`config.mk`:
```
export PLATFORM = sky130hd
export DESIGN_NAME = icmu_top
export DESIGN_NICKNAME = d
export VERILOG_FILES = /design/src/icmu_pkg.sv /design/src/ctx_bus_if.sv /design/src/icmu_ctx_store.sv /design/src/icmu_page_cfg.sv /design/src/icmu_req_ctrl.sv /design/src/icmu_top.sv
export VERILOG_INCLUDE_DIRS = /design/src /design/src/include
export SDC_FILE = /design/constraint.sdc
export NUM_CORES = 1
export LEC_CHECK = 0
export BUFFER_PORTS_ARGS = -buffer_cell sky130_fd_sc_hd__buf_4
export CAP_MARGIN = 20
export CORE_MARGIN = 3
export CORE_UTILIZATION = 56
export DETAILED_ROUTE_END_ITERATION = 6
export GPL_TIMING_DRIVEN = 0
export HOLD_SLACK_MARGIN = 0.06
export PLACE_DENSITY = 0.74
export SLEW_MARGIN = 10
export SYNTH_ARGS = -nofsm -noshare
export SYNTH_HDL_FRONTEND = slang
export SYNTH_SLANG_ARGS = --single-unit
```
`constraint.sdc`:
```
create_clock -name clk -period 4.39 [get_ports clk]
set_input_delay 0.2195 -clock clk [delete_from_list [all_inputs] [get_ports clk]]
set_output_delay 0.2195 -clock clk [all_outputs]
set_load 0.02 [all_outputs]
```
`src/include/icmu_consts.svh`:
```
// icmu constants: page geometry, context word width and credit depths
`ifndef ICMU_CONSTS_SVH
`define ICMU_CONSTS_SVH

// context pages in the store
`define ICMU_NUM_PAGES 4

// context slots held by each page
`define ICMU_PAGE_SLOTS 8

// width of one saved context word
`define ICMU_DW 32

// request queue depth, also the requester's starting credit count
`define ICMU_REQ_CREDITS 4

// response credits the consumer grants at reset
`define ICMU_RSP_CREDITS 2

`endif

```
`src/icmu_pkg.sv`:
```
// icmu types: request opcode, level, page, slot, context word and page map
`include "icmu_consts.svh"

package icmu_pkg;

    // request opcode carried with every request
    typedef enum logic {
        CTX_SAVE    = 1'b0,  // write one word into a slot
        CTX_RESTORE = 1'b1   // read one word back out
    } ctx_op_e;

    typedef logic [1:0] level_t;  // four interrupt levels

    typedef logic [$clog2(`ICMU_NUM_PAGES)-1:0] page_t;

    typedef logic [$clog2(`ICMU_PAGE_SLOTS)-1:0] slot_t;

    typedef logic [`ICMU_DW-1:0] ctx_word_t;

    // one page index per interrupt level, indexed by level
    typedef page_t [2**$bits(level_t)-1:0] page_map_t;

endpackage

```
`src/ctx_bus_if.sv`:
```
// ctx_bus_if: issued context requests from the queue head into the page store
`timescale 1ns/10ps

interface ctx_bus_if;
    import icmu_pkg::*;

    logic      valid;  // one transfer per cycle while high
    ctx_op_e   op;
    level_t    level;
    slot_t     slot;
    ctx_word_t data;   // only meaningful for saves

    // The store takes every issued item, so there is no ready path back.
    modport ctrl (
        output valid,
        output op,
        output level,
        output slot,
        output data
    );

    modport store (
        input valid,
        input op,
        input level,
        input slot,
        input data
    );

endinterface

```
`src/icmu_ctx_store.sv`:
```
// icmu context store: two-stage paged storage, page lookup then slot write or read
`timescale 1ns/10ps
`include "icmu_consts.svh"

module icmu_ctx_store (
    input  logic                clk,
    input  logic                rst_n,
    ctx_bus_if.store            bus,
    input  icmu_pkg::page_map_t page_map,
    output logic                rsp_valid,
    output icmu_pkg::level_t    rsp_level,
    output icmu_pkg::slot_t     rsp_slot,
    output icmu_pkg::ctx_word_t rsp_data
);
    import icmu_pkg::*;

    // stage 1 holding registers
    logic      s1_valid;
    ctx_op_e   s1_op;
    level_t    s1_level;
    slot_t     s1_slot;
    ctx_word_t s1_data;
    page_t     s1_page;  // resolved at issue time

    logic s1_save;
    logic s1_restore;

    ctx_word_t ctx_mem [`ICMU_NUM_PAGES][`ICMU_PAGE_SLOTS];

    assign s1_save    = s1_valid && (s1_op == CTX_SAVE);
    assign s1_restore = s1_valid && (s1_op == CTX_RESTORE);

    // stage 1: register the issued item and look up its page
    always_ff @(posedge clk or negedge rst_n) begin
        if (!rst_n)
            s1_valid <= 1'b0;
        else
            s1_valid <= bus.valid;
    end

    always_ff @(posedge clk) begin
        if (bus.valid) begin
            s1_op    <= bus.op;
            s1_level <= bus.level;
            s1_slot  <= bus.slot;
            s1_data  <= bus.data;
            s1_page  <= page_map[bus.level];
        end
    end

    // Stage 2 commits saves in issue order. A restore issued right behind a
    // save to the same slot reaches this stage one cycle after the write has
    // landed, so it always reads the new word.
    always_ff @(posedge clk) begin
        if (s1_save)
            ctx_mem[s1_page][s1_slot] <= s1_data;
    end

    always_ff @(posedge clk or negedge rst_n) begin
        if (!rst_n)
            rsp_valid <= 1'b0;
        else
            rsp_valid <= s1_restore;  // saves produce no response
    end

    always_ff @(posedge clk) begin
        if (s1_restore) begin
            rsp_level <= s1_level;
            rsp_slot  <= s1_slot;
            rsp_data  <= ctx_mem[s1_page][s1_slot];
        end
    end

endmodule

```
`src/icmu_page_cfg.sv`:
```
// icmu page config: per-level page map register, written through the config port
`timescale 1ns/10ps

module icmu_page_cfg (
    input  logic                clk,
    input  logic                rst_n,
    input  logic                cfg_wr,
    input  icmu_pkg::level_t    cfg_level,
    input  icmu_pkg::page_t     cfg_page,
    output icmu_pkg::page_map_t page_map
);
    import icmu_pkg::*;

    // Page switching is addressable per level here: one config write moves
    // a single interrupt level onto another page and leaves the rest alone.
    // Two levels may share a page after a remap, in which case their
    // contexts alias in the store.
    always_ff @(posedge clk or negedge rst_n) begin
        if (!rst_n) begin
            for (int i = 0; i < $size(page_map); i++) begin
                page_map[i] <= page_t'(i);  // identity, level n on page n
            end
        end else if (cfg_wr) begin
            page_map[cfg_level] <= cfg_page;  // visible from the next cycle
        end
    end

endmodule

```
`src/icmu_req_ctrl.sv`:
```
// icmu request controller: credit-fed request queue with in-order issue to the store
`timescale 1ns/10ps
`include "icmu_consts.svh"

module icmu_req_ctrl (
    input  logic                clk,
    input  logic                rst_n,
    input  logic                req_valid,
    input  icmu_pkg::ctx_op_e   req_op,
    input  icmu_pkg::level_t    req_level,
    input  icmu_pkg::slot_t     req_slot,
    input  icmu_pkg::ctx_word_t req_data,
    input  logic                rsp_credit,
    output logic                req_credit,
    ctx_bus_if.ctrl             bus
);
    import icmu_pkg::*;

    localparam int DEPTH = `ICMU_REQ_CREDITS;
    localparam int PTR_W = (DEPTH > 1) ? $clog2(DEPTH) : 1;
    localparam int CNT_W = $clog2(DEPTH + 1);
    localparam int RSP_W = $clog2(`ICMU_RSP_CREDITS + 1);

    ctx_op_e   q_op    [DEPTH];
    level_t    q_level [DEPTH];
    slot_t     q_slot  [DEPTH];
    ctx_word_t q_data  [DEPTH];

    logic [PTR_W-1:0] wr_ptr;
    logic [PTR_W-1:0] rd_ptr;
    logic [CNT_W-1:0] q_count;
    logic [RSP_W-1:0] rsp_cnt;   // response credits still held
    logic             issue;
    logic             restore_issue;

    function automatic logic [PTR_W-1:0] ptr_next(input logic [PTR_W-1:0] p);
        ptr_next = (p == PTR_W'(DEPTH - 1)) ? '0 : p + 1'b1;
    endfunction

    // a restore at the head waits for a response credit, later items wait behind it
    assign issue         = (q_count != '0) && ((q_op[rd_ptr] == CTX_SAVE) || (rsp_cnt != '0));
    assign restore_issue = issue && (q_op[rd_ptr] == CTX_RESTORE);

    assign bus.valid  = issue;
    assign bus.op     = q_op[rd_ptr];
    assign bus.level  = q_level[rd_ptr];
    assign bus.slot   = q_slot[rd_ptr];
    assign bus.data   = q_data[rd_ptr];
    assign req_credit = issue;  // entry freed, requester gets its credit back

    // requester never sends without credit, so no full check
    always_ff @(posedge clk) begin
        if (req_valid) begin
            q_op[wr_ptr]    <= req_op;
            q_level[wr_ptr] <= req_level;
            q_slot[wr_ptr]  <= req_slot;
            q_data[wr_ptr]  <= req_data;
        end
    end

    always_ff @(posedge clk or negedge rst_n) begin
        if (!rst_n) begin
            wr_ptr  <= '0;
            rd_ptr  <= '0;
            q_count <= '0;
        end else begin
            if (req_valid)
                wr_ptr <= ptr_next(wr_ptr);
            if (issue)
                rd_ptr <= ptr_next(rd_ptr);
            case ({req_valid, issue})
                2'b10:   q_count <= q_count + 1'b1;
                2'b01:   q_count <= q_count - 1'b1;
                default: q_count <= q_count;  // idle or push and pop together
            endcase
        end
    end

    always_ff @(posedge clk or negedge rst_n) begin
        if (!rst_n) begin
            rsp_cnt <= RSP_W'(`ICMU_RSP_CREDITS);
        end else begin
            case ({rsp_credit, restore_issue})
                2'b10:   rsp_cnt <= rsp_cnt + 1'b1;
                2'b01:   rsp_cnt <= rsp_cnt - 1'b1;
                default: rsp_cnt <= rsp_cnt;
            endcase
        end
    end

endmodule

```
`src/icmu_top.sv`:
```
// icmu top: interrupt context management unit, request queue, page map and store
`timescale 1ns/10ps

module icmu_top (
    input  logic                clk,
    input  logic                rst_n,
    input  logic                req_valid,
    input  icmu_pkg::ctx_op_e   req_op,
    input  icmu_pkg::level_t    req_level,
    input  icmu_pkg::slot_t     req_slot,
    input  icmu_pkg::ctx_word_t req_data,
    output logic                req_credit,
    output logic                rsp_valid,
    output icmu_pkg::level_t    rsp_level,
    output icmu_pkg::slot_t     rsp_slot,
    output icmu_pkg::ctx_word_t rsp_data,
    input  logic                rsp_credit,
    input  logic                cfg_wr,
    input  icmu_pkg::level_t    cfg_level,
    input  icmu_pkg::page_t     cfg_page
);
    import icmu_pkg::*;

    page_map_t page_map;  // current level to page assignment

    ctx_bus_if bus_i ();

    icmu_req_ctrl req_ctrl_i (
        .clk        (clk),
        .rst_n      (rst_n),
        .req_valid  (req_valid),
        .req_op     (req_op),
        .req_level  (req_level),
        .req_slot   (req_slot),
        .req_data   (req_data),
        .rsp_credit (rsp_credit),
        .req_credit (req_credit),
        .bus        (bus_i.ctrl)
    );

    icmu_page_cfg page_cfg_i (
        .clk       (clk),
        .rst_n     (rst_n),
        .cfg_wr    (cfg_wr),
        .cfg_level (cfg_level),
        .cfg_page  (cfg_page),
        .page_map  (page_map)
    );

    icmu_ctx_store ctx_store_i (
        .clk       (clk),
        .rst_n     (rst_n),
        .bus       (bus_i.store),
        .page_map  (page_map),
        .rsp_valid (rsp_valid),
        .rsp_level (rsp_level),
        .rsp_slot  (rsp_slot),
        .rsp_data  (rsp_data)
    );

endmodule

```
Yosys cells after proc, flatten, opt, wreduce, memory -nomap -nowiden

Memory sizes are Yosys's and may differ from the RTL's. A register that Yosys moved wholly into a read port is not among the register bits.
Cells that the tools add are included.

Register bits after elaboration: 61
RAM bits: 1176
Logic and storage cells: 71
Memories: 5

Memories:

| memory              | depth | bits a word | rd ports | clocked after memory_dff | wr ports | RTL line             | RTL |
|---|---|---|---|---|---|---|---|
| ctx_store_i.ctx_mem | 4     | 256         | 1        | 1                        | 1        | icmu_ctx_store.sv:28 | `` ctx_word_t ctx_mem [`ICMU_NUM_PAGES][`ICMU_PAGE_SLOTS]; `` |
| req_ctrl_i.q_data   | 4     | 32          | 1        | 1                        | 1        | icmu_req_ctrl.sv:27  | `ctx_word_t q_data [DEPTH];` |
| req_ctrl_i.q_slot   | 4     | 3           | 1        | 1                        | 1        | icmu_req_ctrl.sv:26  | `slot_t q_slot [DEPTH];` |
| req_ctrl_i.q_level  | 4     | 2           | 1        | 0                        | 1        | icmu_req_ctrl.sv:25  | `level_t q_level [DEPTH];` |
| req_ctrl_i.q_op     | 4     | 1           | 1        | 0                        | 1        | icmu_req_ctrl.sv:24  | `ctx_op_e q_op [DEPTH];` |

$add $sub $neg: 6
Order comparisons: 5
Equal/unequal tests: 6
Multiplexer cells: 19
Bitwise operators: 3
Reductions and logical operators: 11

Operators with widths:

| cell                  | count |
|---|---|
| $mux W256             | 1 |
| $bmux W32 S3          | 1 |
| $demux W32 S3         | 1 |
| $mux W32              | 3 |
| $mux W2               | 5 |
| $bwmux W8             | 1 |
| $eq A2 B2 Y1 const B  | 4 |
| $add A2 B1 Y2 const B | 3 |
| $logic_and A1 B1 Y1   | 6 |
| $lt A2 B3 Y1 const B  | 2 |
| $pmux W3 S2           | 1 |
| $reduce_bool A2 Y1    | 3 |
| $bmux W2 S2           | 1 |
| $demux W2 S2          | 1 |
| $eq A2 B1 Y1 const B  | 2 |
| $ge A4 B4 Y1 const B  | 1 |
| $lt A4 B1 Y1 const B  | 1 |
| $not A3 Y4            | 1 |
| $pmux W2 S2           | 1 |
| $add A3 B1 Y3 const B | 1 |
| $mux W1               | 3 |
| $reduce_bool A3 Y1    | 1 |
| $sub A3 B1 Y3 const B | 1 |
| $ge A2 B1 Y1 const B  | 1 |
| 3 further kinds       | 4 |

Longest topological paths before layout

An unclocked memory read counts as a cell.

Depth after elaboration: 7
Gate-level depth with buffers: 9

By module

From an unflattened synthesis, not the netlist that was laid out.

Cell total of the unflattened synthesis: 2437
Area, all modules: 47824.6 um^2

Modules (own cells, without submodules):

| module         | times used | cells an instance | area an instance (um^2) | sequential area each (um^2) |
|---|---|---|---|---|
| icmu_ctx_store | 1          | 2164              | 41449.8                 | 33151.8 |
| icmu_req_ctrl  | 1          | 253               | 6047.0                  | 4790.8 |
| icmu_page_cfg  | 1          | 20                | 327.8                   | 205.2 |

Least setup slack after synthesis

No wires, ideal clock.

Path kind: reg2reg
From: register req_ctrl_i.rd_ptr[0]
To: register req_ctrl_i.q_count[2]
Setup time: 79 ps
Arrival time: 3100 ps
Required time: 4311 ps
Setup slack: 1211 ps
Cell stages (with the launch flop): 10
Buffers on the path: 1
Period minus slack after synthesis: 3179 ps
Path through: dfrtp_1 buf_6 mux4_2 a21oi_4 ha_1 inv_1 fa_1 xor2_1 nor2_1 xor2_1

Longest elaborated chain between the ends: 6
Elaborated cells between the ends (all ways): 8
Classes of those cells: eq/ne (2); mux (1); bitwise (1); reduce/logical (3); memory (1)

Ends and longest elaborated chain:

| what                                                     | RTL line            | RTL |
|---|---|---|
| from (decl)                                              | icmu_req_ctrl.sv:30 | `logic [PTR_W-1:0] rd_ptr;` |
| from (signal assigned)                                   | icmu_req_ctrl.sv:70 | `rd_ptr <= ptr_next(rd_ptr);` |
| $mem_v2 Z4 W1 (*)                                        | -                   |  |
| $not A1 Y1 (*)                                           | icmu_req_ctrl.sv:41 | `assign issue = (q_count != '0) && ((q_op[rd_ptr] == CTX_SAVE) \|\| (rsp_cnt != '0));` |
| $logic_or A1 B1 Y1 (*)                                   | icmu_req_ctrl.sv:41 |  |
| $logic_and A1 B1 Y1 (*)                                  | icmu_req_ctrl.sv:41 |  |
| via req_credit                                           | icmu_top.sv:12      | `output logic req_credit,` |
| $eq A2 B1 Y1 / $eq A2 B2 Y1 (equally long branches)      | icmu_req_ctrl.sv:71 | `case ({req_valid, issue})` |
| $pmux W3 S2 / $reduce_bool A2 Y1 (equally long branches) | -                   |  |
| to (signal assigned)                                     | icmu_req_ctrl.sv:72 | `2'b10: q_count <= q_count + 1'b1;` |
| to (signal assigned)                                     | icmu_req_ctrl.sv:73 | `2'b01: q_count <= q_count - 1'b1;` |
| to (signal assigned)                                     | icmu_req_ctrl.sv:74 | `default: q_count <= q_count;` |
| to (decl)                                                | icmu_req_ctrl.sv:31 | `logic [CNT_W-1:0] q_count;` |

The timed path passes the listed nets; every way through them passes the cells marked *.
A chain may end at the register's enable or synchronous reset.

==> qor.yml <==
cells_and_area:
  multi_input_area_um2: 8800
  final_cells: 3452
  nNetsFinal: 2339
  final.fill_count: 4871
  register_area_um2: 38100
  final_cell_area_um2: 55600
  area_growth_pct: 17.8
  fraction_of_layout_cells_with_a_size_suffix_above_1_pct: 30.5
global_routing:
  grt_pass1_wl_mm: 176
  grtUsageTotal_pct: 28.9
  grt_antenna_before_repair: 2
  gr-total-overflow: 0
  grt_start_max_net_pins: 39
  number_of_global_route_vias_before_repair: 24300
clock_tree:
  cts-root-to-sink-buffers: 3
  cts-root-buf: "sky130_fd_sc_hd__clkbuf_16"
  post_cts.resized_instances: 0
  tritoncts: "yes"
  cts.repair_timing.setup_buffer_count: 0
  insertion_delay_ns: 0.68
  level_count_of_the_clock_h_tree: 3
  clkSlewWorstSetupHoldPaths_ns: 0.07
  number_of_cts_inserted_buffers: 118
  numClockSinks: 1274
worst_setup_path:
  worstSetupStartpointType: "register"
  endpoint_kind: "register"
  crit_required_ns: 4.69
  path_max_fanout: 10
  arrival_time_worst_endpoint_ns: 3.77
  type_of_the_worst_setup_path: "register to register"
timing:
  timing.final.max_slew_violations: 0
  worst_clock_skew_ns: 0.0254
  worst_slew_pin_slew_ns: 1.25
  setup-violations-final: 0
  hold_viol: 0
  fmax_ghz: 0.288
  rsz0062_at_grt: "false"
  finalHoldWorstSlack_ns: 0.279
  layout_min_cycle_time_ns: 3.47
  relSlewSlack_pct: 16.8
  timing.final.crit_share_pct: 79.0
  finalSetupTns_ns: 0
route:
  first_pass_iters: 5
  routed_wl_met2_mm: 60.8
  drcViolationCount: 0
  vias_per_cell: 6.81
  maxUsedRoutingLayer: "met4"
  met3_wirelength_mm: 15.5
  drc_violation_total_after_the_first_tritonroute_iteration: 3516
  routed_wl_mm: 125
  vias: 23500
  avgRoutedWirePerCell_um: 36.1
  wl_met1_mm: 43.2
  antenna_violating_nets_post_route: 0
yosys:
  synthesis.yosys.warnings: 0
  synth_cell_type_count: 36
  synthFlopType: "sky130_fd_sc_hd__edfxtp_1"
  synthArstFlopShare_pct: 1.49
  synth-seq-area-share_pct: 80.9
  cell_taking_the_most_area_after_synthesis: "sky130_fd_sc_hd__edfxtp_1"
  synth.top_cell.area_share_pct: 79.7
  netlist_area_um2: 47200
  synthesized_nets: 1999
  synth.ff_latch_count: 1274
  post_synth_inst_count: 1944
  avgSynthCellArea_um2: 24.3
  synth_top_cells_by_area: "sky130_fd_sc_hd__edfxtp_1 80%, sky130_fd_sc_hd__mux4_2 14%, sky130_fd_sc_hd__a22oi_1 2.0%, sky130_fd_sc_hd__dfrtp_1 0.74%, sky130_fd_sc_hd__clkbuf_1 0.46%"
  synth-edff-count: 1253
placed_design:
  routabilityCongestion: 0.773
  placed_area_um2: 50900
  dp_cells: 3162
  place.port_buffers: 85
  place.detailed.hpwl_mm: 74.5
floorplan:
  die_area_um2: 87800
  floorplan.io_pins: 86
  row_count: 105
  floorplan.core_area_um2: 82800
  initial_core_util_pct: 57.0
  die-width_um: 296
  floorplan.die.height_um: 296
job:
  maxCapViolations: 0
power_and_ir_drop:
  power_density_nw_per_um2: 696
  leakage_nw: 17.6
  max-vdd-ir-drop_mv: 0.451
worst_hold_path:
  hold_path.class: "input pin to register"
  holdCritStartpoint: "req_level[1]"
outcome:
  outcome: "finished clean"
==> worst max-delay path, cell delays in order, from the launching register on <==
cell                       delay, ns
sky130_fd_sc_hd__dfxtp_1        0.46
sky130_fd_sc_hd__buf_1          0.89
sky130_fd_sc_hd__clkbuf_1       0.72
sky130_fd_sc_hd__mux4_2         0.44
sky130_fd_sc_hd__a22oi_1        0.21
sky130_fd_sc_hd__nand4_1        0.36
==> synth_stat cells, drive strengths merged, types with 2 or more instances <==
master,count
a22oi,128
and2,7
and3b,2
buf,42
clkbuf,58
dfrtp,14
dfstp,5
dfxtp,2
edfxtp,1253
ha,7
inv,7
mux2,12
mux2i,7
mux4,294
nand2,4
nand3,2
nand3b,4
nand4,32
nor2,39
nor3,2
nor3b,3
o21ai,2
or3,3
or3b,3
xnor2,3
xor2,3
==> metal layers <==
layer  track usage [%]  vias up
met4              12.1        0
met2              45.7     1800
met3              7.74      318
met5                 0        -
met1              39.0    12300
li1                  -     9092
==> placed cells by master (no fill, tap or decap), drive strengths merged <==
cell / count
mux2i: 7
nor3: 2
nand2b: 1
nand4: 32
or2: 1
dlygate4sd3: 52
o21ai: 2
a21oi: 1
dfstp: 5
or3b: 3
bufinv: 13
nand3b: 4
nor2: 39
and3b: 2
diode: 1
nand2: 4
dfxtp: 2
or3: 3
xnor2: 3
mux4: 294
mux2: 12
and2: 7
and3: 1
nor3b: 3
nand3: 2
inv: 10
ha: 7
clkinv: 58
buf: 207
a22oi: 128
xor2: 3
edfxtp: 1253
fa: 1
clkinvlp: 3
clkbuf: 201
dfrtp: 14
nand4b: 1
==> state kept, by name, summed over array words and instances, names as in the netlist, named ones only <==
name,count
ctx_store_i.rsp_slot,3
req_ctrl_i.wr_ptr,2
ctx_store_i.s1_data,32
ctx_store_i.ctx_mem,1024
req_ctrl_i.rsp_cnt,2
ctx_store_i.rsp_data,32
req_ctrl_i.q_slot,12
req_ctrl_i.q_op,4
ctx_store_i.s1_level,2
ctx_store_i.rsp_valid,1
ctx_store_i.rsp_level,2
ctx_store_i.s1_op,1
page_cfg_i.page_map,8
ctx_store_i.s1_slot,3
ctx_store_i.s1_valid,1
req_ctrl_i.q_count,3
ctx_store_i.s1_page,2
req_ctrl_i.q_data,128
req_ctrl_i.q_level,8
req_ctrl_i.rd_ptr,2
==> repair_timing <==
action	4_1_cts	5_1_grt
hold buffers	52	0
endpoints found under the setup margin	0	0
hold endpoints to repair	185	0
==> where the power goes <==
part	leakage [nW]	internal [W]	switching [W]
logic	4.10	0.00425	0.00624
registers	11.6	0.0165	0.00147
clock network	1.88	0.00581	0.00437
==> path summary, 6_finish.rpt <==
kind,cells past startpoint,end,slack [ns]
min in group asynchronous,3,page_cfg_i.page_map[6],0.60
min reg2reg,0,ctx_store_i.rsp_level[1],0.43
max reg2reg,5,ctx_store_i.rsp_data[1],0.92
min,2,req_ctrl_i.q_level[1][1],0.28
max in group asynchronous,4,req_ctrl_i.q_count[0],2.62
max,5,ctx_store_i.rsp_data[1],0.92
==> layout make-up <==
cell class | instances | share of cell area (%)
plain buffers | 100 | 0.826
multi-input cells | 563 | 15.8
inverters | 7 | 0.0473
diodes | 1 | 0.00450
repair buffers | 220 | 5.33
well taps | 1070 | 2.41
clock inverters | 77 | 1.28
clock buffers | 140 | 5.61
flip-flops and latches | 1274 | 68.7
==> kinds of logic (layout without fill, tap and decap cells) <==
kind of cell	after synthesis	after routing	share of synthesized area [%]
other cells	0	1	0
fa+ha+maj	8	8	0.228
buf+inv	107	544	1.02
simple gates	105	105	1.20
compound gates	131	131	2.09
xor+xnor	6	6	0.111
mux	313	313	14.5
flops	1274	1274	80.9
==> through the flow <==
| stage | setup WS [ns] | utilization (%) | total power [W] |
|---|---|---|---|
| final | 0.923 | 67.1 | 0.0387 |
| after global routing | 0.909 | 67.1 | 0.0398 |
| after CTS | 0.945 | 66.7 | 0.0383 |
| after detailed placement | 1.08 | 61.5 | 0.0281 |
| after global placement | -0.876 | 59.4 | 0.0272 |
| after floorplan | 1.21 | - | 0.0235 |
(Power assumes the default switching activity.)
